--- config.mk ---
export PLATFORM = sky130hd
export DESIGN_NAME = tilemapAddrGen
export DESIGN_NICKNAME = d
export VERILOG_FILES = /design/src/tileGeomPkg.sv /design/src/cpuBusPkg.sv /design/src/scrollIf.sv /design/src/layerFetchIf.sv /design/src/scrollRegs.sv /design/src/layerAddrGen.sv /design/src/busMux.sv /design/src/tilemapAddrGen.sv
export SDC_FILE = /design/constraint.sdc
export NUM_CORES = 1
export LEC_CHECK = 0
export ABC_AREA = 1
export BUFFER_PORTS_ARGS = -buffer_cell sky130_fd_sc_hd__buf_2
export CORE_AREA = 8 8 132 134
export CTS_CLUSTER_SIZE = 28
export DETAILED_ROUTE_END_ITERATION = 10
export DIE_AREA = 0 0 140 142
export GPL_TIMING_DRIVEN = 1
export PLACE_DENSITY = 0.67
export SYNTH_ARGS = -nofsm -noshare
export SYNTH_HDL_FRONTEND = slang
export SYNTH_SLANG_ARGS = --single-unit
--- constraint.sdc ---
create_clock -name CLK_6M -period 3.7 [get_ports CLK_6M]
set_input_delay 0.555 -clock CLK_6M [delete_from_list [all_inputs] [get_ports CLK_6M]]
set_output_delay 0.555 -clock CLK_6M [all_outputs]
set_load 0.02 [all_outputs]
--- src/tileGeomPkg.sv ---
`default_nettype none

package tileGeomPkg;

	////////////////////////////////////////
	// Beam counters
	////////////////////////////////////////
	localparam int hCountWidth = 9;
	localparam int vCountWidth = 9;

	// Scroll register widths
	// X spans the full 512 pixel map
	localparam int scrollXWidth = 9;
	localparam int scrollYWidth = 8;
	localparam int fineWidth = 3;

	////////////////////////////////////////
	// Address buses
	////////////////////////////////////////
	localparam int ramAddrWidth = 12;
	// Top bit picks the layer half of tile RAM
	localparam int busRamAddrWidth = 13;
	localparam int romAddrWidth = 14;

	typedef enum logic {layerA, layerB} layerSel;
	// Phase within the 8 pixel cell
	typedef enum logic [1:0] {slotCode, slotAttr, slotIdle} fetchSlot;

endpackage

`default_nettype wire

--- src/cpuBusPkg.sv ---
`default_nettype none

package cpuBusPkg;

	////////////////////////////////////////
	// CPU side bus
	////////////////////////////////////////
	localparam int cpuAddrWidth = 14;
	localparam int dataWidth = 8;

	// Register select from CPU address bits 1..0
	// Bit 2 of the address picks the layer
	typedef enum logic [1:0] {
		regScrollXHi,
		regScrollXLo,
		regScrollY,
		regUnused
	} scrollReg;

	// XHi only carries bit 8 of scroll X in data bit 0
	// XLo carries bits 7..0
	// Y carries the full vertical scroll byte

endpackage

`default_nettype wire

--- src/scrollIf.sv ---
`timescale 1ns/1ns
`default_nettype none

// One layer's scroll state
interface scrollIf;
	import tileGeomPkg::*;

	logic [scrollXWidth-1:0] scrollX;
	logic [scrollYWidth-1:0] scrollY;
	logic flip;
	// Single cycle pulse after a latch write to this layer
	logic loaded;

	modport regs (output scrollX, scrollY, flip, loaded);
	modport layer (input scrollX, scrollY, flip, loaded);

endinterface

`default_nettype wire

--- src/layerFetchIf.sv ---
`timescale 1ns/1ns
`default_nettype none

// Layer fetch addresses out, tile RAM byte back
interface layerFetchIf;
	import tileGeomPkg::*;
	import cpuBusPkg::*;

	logic [ramAddrWidth-1:0] ramAddr;
	logic [romAddrWidth-1:0] romAddr;
	logic [fineWidth-1:0] fineH;
	// Tile byte while this layer owns the RAM bus
	logic [dataWidth-1:0] ramData;

	modport layer (output ramAddr, romAddr, fineH, input ramData);
	modport mux (input ramAddr, romAddr, fineH, output ramData);

endinterface

`default_nettype wire

--- src/scrollRegs.sv ---
`timescale 1ns/1ns
`default_nettype none

module scrollRegs (
	input logic CLK_6M,
	input logic reset,
	input logic latchN,
	input logic flip,
	input logic [2:0] cpuAddr,
	input logic [cpuBusPkg::dataWidth-1:0] cpuData,
	scrollIf.regs scrollA,
	scrollIf.regs scrollB
);
	import tileGeomPkg::*;
	import cpuBusPkg::*;

	// Indexed by layer
	logic [scrollXWidth-1:0] scrollX [2];
	logic [scrollYWidth-1:0] scrollY [2];
	logic loaded [2];
	logic flipReg;

	layerSel wrLayer;
	scrollReg regSel;

	// Address decode
	assign wrLayer = layerSel'(cpuAddr[2]);
	assign regSel = scrollReg'(cpuAddr[1:0]);

	////////////////////////////////////////
	// Register writes
	////////////////////////////////////////
	always_ff @(posedge CLK_6M) begin
		if (reset) begin
			scrollX <= '{default: '0};
			scrollY <= '{default: '0};
			loaded <= '{default: 1'b0};
			flipReg <= 1'b0;
		end else begin
			// Default no pulse
			loaded <= '{default: 1'b0};
			flipReg <= flip;
			if (!latchN) begin
				loaded[wrLayer] <= 1'b1;
				case (regSel)
					regScrollXHi: scrollX[wrLayer][scrollXWidth-1] <= cpuData[0];
					regScrollXLo: scrollX[wrLayer][scrollXWidth-2:0] <= cpuData;
					regScrollY: scrollY[wrLayer] <= cpuData;
					default: ;
				endcase
			end
		end
	end

	// Out to the layers
	assign scrollA.scrollX = scrollX[layerA];
	assign scrollA.scrollY = scrollY[layerA];
	assign scrollA.loaded = loaded[layerA];
	assign scrollA.flip = flipReg;

	assign scrollB.scrollX = scrollX[layerB];
	assign scrollB.scrollY = scrollY[layerB];
	assign scrollB.loaded = loaded[layerB];
	assign scrollB.flip = flipReg;

endmodule

`default_nettype wire

--- src/layerAddrGen.sv ---
`timescale 1ns/1ns
`default_nettype none

module layerAddrGen (
	input logic CLK_6M,
	input logic reset,
	input logic hSyncN,
	input logic vSyncN,
	scrollIf.layer scroll,
	layerFetchIf.layer fetch
);
	import tileGeomPkg::*;
	import cpuBusPkg::*;

	logic [hCountWidth-1:0] hCount;
	logic [vCountWidth-1:0] vCount;
	logic hSyncPrev;
	logic hSyncFall;

	// Counts after flip
	logic [hCountWidth-1:0] hEff;
	logic [vCountWidth-1:0] vEff;
	logic [scrollXWidth-1:0] scrolledX;
	logic [vCountWidth-1:0] scrolledY;

	fetchSlot slot;
	logic byteSel;
	logic [dataWidth-1:0] tileCode;
	logic [1:0] tileAttr;
	logic [fineWidth-1:0] fineReg;

	////////////////////////////////////////
	// Beam counters
	////////////////////////////////////////
	assign hSyncFall = hSyncPrev & ~hSyncN;

	always_ff @(posedge CLK_6M) begin
		if (reset) begin
			hCount <= '0;
			vCount <= '0;
			hSyncPrev <= 1'b1;
		end else begin
			hSyncPrev <= hSyncN;
			// Held at zero through the sync pulse
			if (!hSyncN)
				hCount <= '0;
			else
				hCount <= hCount + 1'b1;
			// One line per hsync falling edge
			if (!vSyncN)
				vCount <= '0;
			else if (hSyncFall)
				vCount <= vCount + 1'b1;
		end
	end

	// Flipped screen runs the counts backwards
	assign hEff = scroll.flip ? ~hCount : hCount;
	assign vEff = scroll.flip ? ~vCount : vCount;
	assign scrolledX = hEff + scroll.scrollX;
	assign scrolledY = vEff + vCountWidth'(scroll.scrollY);

	////////////////////////////////////////
	// Tile fetch
	////////////////////////////////////////
	always_comb begin
		case (scrolledX[2:0])
			3'd0: slot = slotCode;
			3'd1: slot = slotAttr;
			default: slot = slotIdle;
		endcase
	end

	// Code byte even, attribute byte odd
	assign byteSel = (slot == slotAttr);
	assign fetch.ramAddr = {scrolledY[7:3], scrolledX[8:3], byteSel};

	// Tile bytes latched at the end of their slot
	always_ff @(posedge CLK_6M) begin
		if (slot == slotCode)
			tileCode <= fetch.ramData;
		if (slot == slotAttr)
			tileAttr <= fetch.ramData[1:0];
	end

	// Bank bits, code, row in tile, half of tile
	assign fetch.romAddr = {tileAttr, tileCode, scrolledY[2:0], scrolledX[2]};

	// Fine scroll follows each register write
	always_ff @(posedge CLK_6M) begin
		if (reset)
			fineReg <= '0;
		else if (scroll.loaded)
			fineReg <= scroll.scrollX[2:0];
	end

	assign fetch.fineH = fineReg;

endmodule

`default_nettype wire

--- src/busMux.sv ---
`timescale 1ns/1ns
`default_nettype none

module busMux (
	input logic CLK_6M,
	input logic reset,
	input logic clk2H,
	input logic ramCsN,
	input logic readNotWrite,
	input logic [cpuBusPkg::cpuAddrWidth-1:0] cpuAddr,
	input logic [cpuBusPkg::dataWidth-1:0] cpuDataIn,
	input logic [cpuBusPkg::dataWidth-1:0] ramDataIn,
	layerFetchIf.mux fetchA,
	layerFetchIf.mux fetchB,
	output logic [tileGeomPkg::busRamAddrWidth-1:0] ramAddr,
	output logic [tileGeomPkg::romAddrWidth-1:0] romAddr,
	output logic ramWeN,
	output logic ramOeN,
	output logic [cpuBusPkg::dataWidth-1:0] cpuDataOut,
	output logic cpuDataOe,
	output logic [cpuBusPkg::dataWidth-1:0] ramDataOut,
	output logic ramDataOe
);
	import tileGeomPkg::*;

	// 2H low is layer A, high is layer B
	layerSel phase;
	logic rnwPrev;

	assign phase = layerSel'(clk2H);

	////////////////////////////////////////
	// Address multiplexing
	////////////////////////////////////////
	// CPU wins the RAM bus
	assign ramAddr = !ramCsN ? cpuAddr[busRamAddrWidth-1:0]
		: {~clk2H, (phase == layerB) ? fetchB.ramAddr : fetchA.ramAddr};
	assign romAddr = (phase == layerB) ? fetchB.romAddr : fetchA.romAddr;

	// Both layers see the same RAM data
	assign fetchA.ramData = ramDataIn;
	assign fetchB.ramData = ramDataIn;

	////////////////////////////////////////
	// RAM strobes and data steering
	////////////////////////////////////////
	always_ff @(posedge CLK_6M) begin
		if (reset)
			rnwPrev <= 1'b1;
		else
			rnwPrev <= readNotWrite;
	end

	// Write pulse only on the first write cycle
	assign ramWeN = ramCsN | readNotWrite | ~rnwPrev;
	assign ramOeN = ramCsN | ~readNotWrite;

	// CPU read
	assign cpuDataOe = ~ramCsN & readNotWrite;
	assign cpuDataOut = ramDataIn;
	// CPU write
	assign ramDataOe = ~ramCsN & ~readNotWrite;
	assign ramDataOut = cpuDataIn;

endmodule

`default_nettype wire

--- src/tilemapAddrGen.sv ---
`timescale 1ns/1ns
`default_nettype none

module tilemapAddrGen (
	input logic CLK_6M,
	input logic reset,
	input logic clk2H,
	input logic hSyncN,
	input logic vSyncN,
	input logic latchN,
	input logic ramCsN,
	input logic flip,
	input logic [cpuBusPkg::cpuAddrWidth-1:0] cpuAddr,
	input logic readNotWrite,
	input logic [cpuBusPkg::dataWidth-1:0] cpuDataIn,
	input logic [cpuBusPkg::dataWidth-1:0] ramDataIn,
	output logic [cpuBusPkg::dataWidth-1:0] cpuDataOut,
	output logic cpuDataOe,
	output logic [cpuBusPkg::dataWidth-1:0] ramDataOut,
	output logic ramDataOe,
	output logic [tileGeomPkg::busRamAddrWidth-1:0] ramAddr,
	output logic [tileGeomPkg::romAddrWidth-1:0] romAddr,
	output logic ramWeN,
	output logic ramOeN,
	output logic [tileGeomPkg::fineWidth-1:0] fineHA,
	output logic [tileGeomPkg::fineWidth-1:0] fineHB
);

	scrollIf scrollA ();
	scrollIf scrollB ();
	layerFetchIf fetchA ();
	layerFetchIf fetchB ();

	////////////////////////////////////////
	// CPU scroll registers
	////////////////////////////////////////
	scrollRegs u_scrollRegs (
		.CLK_6M(CLK_6M),
		.reset(reset),
		.latchN(latchN),
		.flip(flip),
		.cpuAddr(cpuAddr[2:0]),
		.cpuData(cpuDataIn),
		.scrollA(scrollA.regs),
		.scrollB(scrollB.regs)
	);

	// Two identical layers
	layerAddrGen layerA (
		.CLK_6M(CLK_6M),
		.reset(reset),
		.hSyncN(hSyncN),
		.vSyncN(vSyncN),
		.scroll(scrollA.layer),
		.fetch(fetchA.layer)
	);

	layerAddrGen layerB (
		.CLK_6M(CLK_6M),
		.reset(reset),
		.hSyncN(hSyncN),
		.vSyncN(vSyncN),
		.scroll(scrollB.layer),
		.fetch(fetchB.layer)
	);

	////////////////////////////////////////
	// Shared RAM and ROM buses
	////////////////////////////////////////
	busMux u_busMux (
		.CLK_6M(CLK_6M),
		.reset(reset),
		.clk2H(clk2H),
		.ramCsN(ramCsN),
		.readNotWrite(readNotWrite),
		.cpuAddr(cpuAddr),
		.cpuDataIn(cpuDataIn),
		.ramDataIn(ramDataIn),
		.fetchA(fetchA.mux),
		.fetchB(fetchB.mux),
		.ramAddr(ramAddr),
		.romAddr(romAddr),
		.ramWeN(ramWeN),
		.ramOeN(ramOeN),
		.cpuDataOut(cpuDataOut),
		.cpuDataOe(cpuDataOe),
		.ramDataOut(ramDataOut),
		.ramDataOe(ramDataOe)
	);

	// Fine scroll straight to the pixel shifters
	assign fineHA = fetchA.fineH;
	assign fineHB = fetchB.fineH;

endmodule

`default_nettype wire

* After elaboration in Yosys (flattened, before gate mapping)
Cells that the tools add are included.
W data, S select, Z words.
** Word-level totals
- Register bits :: 101
- Input bits :: 39
- Output and inout bits :: 53
- Word-level logic and storage cells :: 86
** Operators by class
- Add/subtract/negate cells :: 8
- Magnitude comparators :: 2
- Equality and inequality tests :: 6
- Multiplexer cells :: 21
- Bitwise operators :: 18
- Reduce and logical (&&, ||, !) cells :: 12
** Operators with widths (count)
- $add A9 B1 Y9 const B :: 4
- $bwmux W18 :: 2
- $pmux W18 S2 :: 1
- $mux W8 :: 4
- $mux W9 :: 3
- $add A9 B9 Y9 :: 2
- $demux W9 S1 :: 2
- $not A9 Y9 :: 2
- $add A8 B8 Y8 :: 2
- $bwmux W16 :: 1
- $not A8 Y8 :: 2
- $mux W14 :: 1
- $mux W13 :: 1
- $mux W12 :: 1
- $demux W8 S1 :: 1
- $pmux W2 S2 :: 2
- $not A1 Y1 :: 7
- $eq A2 B1 Y1 const B :: 3
- $eq A3 B1 Y1 const B :: 2
- $logic_not A2 Y1 :: 3
- $logic_not A3 Y1 :: 2
- $reduce_or A2 Y1 :: 3
- $reduce_and A2 Y1 :: 2
- $and A1 B1 Y1 :: 3
- 9 further kinds :: 11

* Longest topological paths before layout
- Word-level depth :: 8
- Mapped depth :: 16
- Depth with buffers taken out :: 14

* Cells and area by module
Synthesis repeated with hierarchy kept, for this count alone.
** Unflattened totals
- Cells, all modules :: 963
- Area, all modules :: 6600.1 sq um
** Modules (own cells, without submodules)
- layerAddrGen at layerA :: times used 1, cells each 280, area an instance 2102.0 sq um, seq. area each 720.7 sq um
- layerAddrGen at layerB :: times used 1, cells each 280, area an instance 2072.0 sq um, seq. area each 720.7 sq um
- scrollRegs :: times used 1, cells each 227, area an instance 1564.0 sq um, seq. area each 740.7 sq um
- busMux :: times used 1, cells each 176, area an instance 862.1 sq um, seq. area each 20.0 sq um

* Least setup slack after synthesis
No wires, ideal clock.
- Path kind :: register to output
- Start point :: reg u_scrollRegs.flipReg, in the netlist u_scrollRegs.scrollA.flip
- End point :: out ramAddr[2] in the netlist's numbering
- Arrival time :: 2251 ps
- Data required time :: 3145 ps
- Path slack :: 894 ps
- Cell stages (with the launch flop) :: 15
- Path buffers :: 2
- Cells stage by stage :: dfxtp_1 buf_4 buf_2 xor2_1 ha_1 inv_1 fa_1 inv_1 nand2_1 nand2_1 and2_1 nand2_1 nand2_1 o22ai_1 a21oi_1
** Between the ends
- Cells in the longest elaborated chain, start to end :: 4
- Elaborated cells between the ends (all ways) :: 6
** RTL lines
- from (decl) :: line scrollRegs.sv:21 : logic flipReg;
- from (signal assigned) :: line scrollRegs.sv:42 : flipReg <= flip;
- $mux W9 :: line layerAddrGen.sv:58 : assign hEff = scroll.flip ? ~hCount : hCount;
- $add A9 B9 Y9 :: line layerAddrGen.sv:60 : assign scrolledX = hEff + scroll.scrollX;
- $mux W12 * :: line busMux.sv:37 : : {~clk2H, (phase == layerB) ? fetchB.ramAddr : fetchA.ramAddr};
- $mux W13 * :: line busMux.sv:36 : assign ramAddr = !ramCsN ? cpuAddr[busRamAddrWidth-1:0]
- to (decl) :: line tilemapAddrGen.sv:21 : output logic [tileGeomPkg::busRamAddrWidth-1:0] ramAddr,
Mark *: on every way between the ends. The rest lies on a longest branch, timed or not.

* Worst setup path in the final report
- Start point :: reg u_scrollRegs.flipReg, in the netlist u_scrollRegs.scrollA.flip
- End point :: out ramAddr[10] in the netlist's numbering
** Between the ends
- Cells in the longest elaborated chain, start to end :: 4
- Elaborated cells between the ends (all ways) :: 6
** RTL lines
- $mux W8 :: line layerAddrGen.sv:59 : assign vEff = scroll.flip ? ~vCount : vCount;
- $add A8 B8 Y8 :: line layerAddrGen.sv:61 : assign scrolledY = vEff + vCountWidth'(scroll.scrollY);
- $mux W12 * :: line busMux.sv:37
- $mux W13 * :: line busMux.sv:36
Marked as above.

==> flow_metrics.py <==
metrics = {
    "grt": {
        "antenna_found_initial": 3,
        "grt_pass1_vias": 4754,
        "grt_max_degree": 44,
        "grt_first_pass_wirelength_um": 24300,
        "grt_usage_pct": 15.3,
        "overflow": 0,
    },
    "setup_path": {
        "worstSetupPathType": "reg2out",
        "critPathMaxFanout": 18,
        "startpoint_type": "flip-flop",
        "cp.required_ns": 3.14,
        "critPathArrivalTime_ns": 2.70,
        "crit_path_end_kind": "primary output",
    },
    "pwr": {
        "vdd_ir_drop_max_mv": 0.226,
        "power.total_mw": 2.50,
        "pwr_density_cell_nw_per_um2": 365,
        "power.leakage_nw": 3.38,
    },
    "placed_design": {
        "dp_slack_ns": 0.798,
        "place_congestion": 0.892,
        "io_buffers": 90,
        "dp_hpwl_um": 11900,
        "place_inst": 1089,
    },
    "cts": {
        "clkSinkCount": 99,
        "root_buffer": "clkbuf_16",
        "postCtsSetupBuffers": 0,
        "insertion_delay_ns": 0.34,
        "cts_max_level": 3,
        "cts_tree": "yes",
        "cts_hold_buf": 0,
        "cts_buffers": 9,
        "clkSlewWorstSetupHoldPaths_ns": 0.07,
        "clk_path_buf_depth": 2,
        "cts-resized-gates": 0,
    },
    "synth": {
        "synth_async_sr_flop_share_pct": 0,
        "synth_edf_count": 20,
        "synth_cell_types": 43,
        "synth_ff_type": "dfxtp_1",
        "syn_area_per_cell_um2": 7.24,
        "yosys.area.top_type": "dfxtp_1",
        "yosys.area.top_type_share_pct": 26.1,
        "syn_nets": 913,
        "ys_ff_latch": 99,
        "synth_area_leaders": "dfxtp_1 (26%), nand2_1 (13%), edfxtp_1 (9.9%)",
        "synth_warnings": 0,
        "syn_inst": 836,
        "syn-cell-area_um2": 6050,
        "yosysSeqAreaShare_pct": 36.1,
    },
    "timing": {
        "slew_headroom_pct": 47.1,
        "min_period_ns": 3.25,
        "grt_setup_unrepaired": "false",
        "tightest_slew_ns": 0.792,
        "tns_ns": 0,
        "fin_skew_ns": 0.00740,
        "timing.final.ws_setup_ns": 0.445,
        "hold_viol": 0,
        "slew_violations": 0,
        "fmaxAchievable_ghz": 0.307,
        "setup_viol": 0,
        "timing.final.crit_share_pct": 88.0,
    },
    "cells_and_area": {
        "layout-drive-gt1-share_pct": 15.3,
        "layout_common_cells": "nand2_1 (217), inv_1 (106), buf_2 (90), dfxtp_1 (78), nor2_1 (74)",
        "fin_util_pct": 44.3,
        "synthToLayoutAreaGrowth_pct": 12.9,
        "layout_commonest_cell": "nand2_1",
        "n_antenna_cell": 0,
        "final_nets": 985,
        "finalNonFillerCells": 1105,
    },
    "floorplan": {
        "rows": 46,
        "fp.dieW_um": 140,
        "die_h_um": 142,
        "core_um2": 15400,
        "start_util_pct": 39.2,
        "die-area_um2": 19900,
        "ios": 92,
    },
    "routing": {
        "ant_nets": 0,
        "firstDrtPassIters": 4,
        "drc": 0,
        "vias": 5287,
        "wl_per_cell_um": 13.6,
        "viasPerCell": 4.78,
        "drt_iter0_markers": 333,
        "wl_um": 15000,
    },
    "run": {
        "max_cap_viol_count": 0,
    },
    "outcome": {
        "status": "finished clean",
    },
    "worst_hold_path": {
        "hp-class": "in2reg",
    },
}
per-layer routing:
layer  track usage (%)  part of all wire, %  up-vias
met5                 0                 0.23        -
met4              5.14                  1.7        6
met3              4.80                  8.0       22
met2              23.3                   41      155
met1              20.2                   49     2300
li1                  -                    -     2804
state kept, by name (all words and copies together) (netlist names), 2 cells and up:
| signal | cells |
|---|---|
| layerB.tileCode | 8 |
| u_scrollRegs.scrollA.scrollY | 8 |
| layerA.vCount | 8 |
| u_scrollRegs.scrollB.scrollX | 9 |
| layerA.hCount | 9 |
| layerA.fetch.fineH | 3 |
| layerB.hCount | 9 |
| layerB.vCount | 8 |
| layerB.tileAttr | 2 |
| layerA.tileCode | 8 |
| u_scrollRegs.scrollB.scrollY | 8 |
| layerA.tileAttr | 2 |
| layerB.fetch.fineH | 3 |
| u_scrollRegs.scrollA.scrollX | 9 |
path summary, 6_finish.rpt:
path                            slack (ns)                                         start                                            to  cells after the start
worst max-delay path                  0.45          u_scrollRegs.scrollA.flip$_SDFF_PP0_                                   ramAddr[10]                     14
worst min-delay path                  0.42                                          flip          u_scrollRegs.scrollA.flip$_SDFF_PP0_                      3
worst max register to register        1.34          u_scrollRegs.scrollA.flip$_SDFF_PP0_                  layerB.tileCode[3]$_DFFE_PN_                      6
worst min register to register        0.45  u_scrollRegs.scrollA.scrollX[4]$_SDFFE_PP0P_  u_scrollRegs.scrollA.scrollX[4]$_SDFFE_PP0P_                      2
cells in the mapped netlist, types with 11 or more instances:
library cell,count
xor2_1,35
dfxtp_1,79
a21oi_1,57
o21ai_0,47
nor3_1,11
nor2_1,74
nand3_1,48
ha_1,34
nand3b_1,12
nand2_1,217
edfxtp_1,20
buf_4,18
inv_1,106
through the flow:
step	area, um^2	hold WS (ns)
after floorplan	6050	0.425
after global placement	6570	0.438
after detailed placement	6570	0.444
after CTS	6830	0.414
after global routing	6830	0.420
final	6830	0.416
critical path: stages (launching register included):
cell,delay (ns)
dfxtp_2,0.58
buf_12,0.22
xor2_1,0.08
ha_1,0.21
fa_1,0.38
nand2_1,0.11
nand3_1,0.10
nand3b_1,0.12
nand2_1,0.06
nand2_1,0.06
nand3_1,0.07
nand2_1,0.11
nand2_1,0.05
nand2_1,0.06
buf_2,0.16
power breakdown:
group	internal (mW)	switching, mW
Sequential	1.15	0.0256
Combinational	0.150	0.295
Clock	0.458	0.413
cell families after synthesis:
group                    after synthesis  share of synthesized area, %
AND/OR/NAND/NOR                      394                          28.9
flip-flops                            99                          36.1
AO/OA/AOI/OAI                        122                          10.6
buffers and inverters                146                          10.8
adder cells (fa/ha/maj)               38                          8.35
XOR/XNOR                              37                          5.36
layout make-up:
| type | instances | area (um^2) |
|---|---|---|
| clock buffer | 10 | 229 |
| clock inverter | 6 | 40.0 |
| fill | 1572 | 8590 |
| inverter | 112 | 425 |
| multi-input combinational | 591 | 3220 |
| sequential | 99 | 2180 |
| tap | 192 | 240 |
| timing repair buffer | 95 | 500 |
Note: power is estimated with default switching activity, not from simulation.
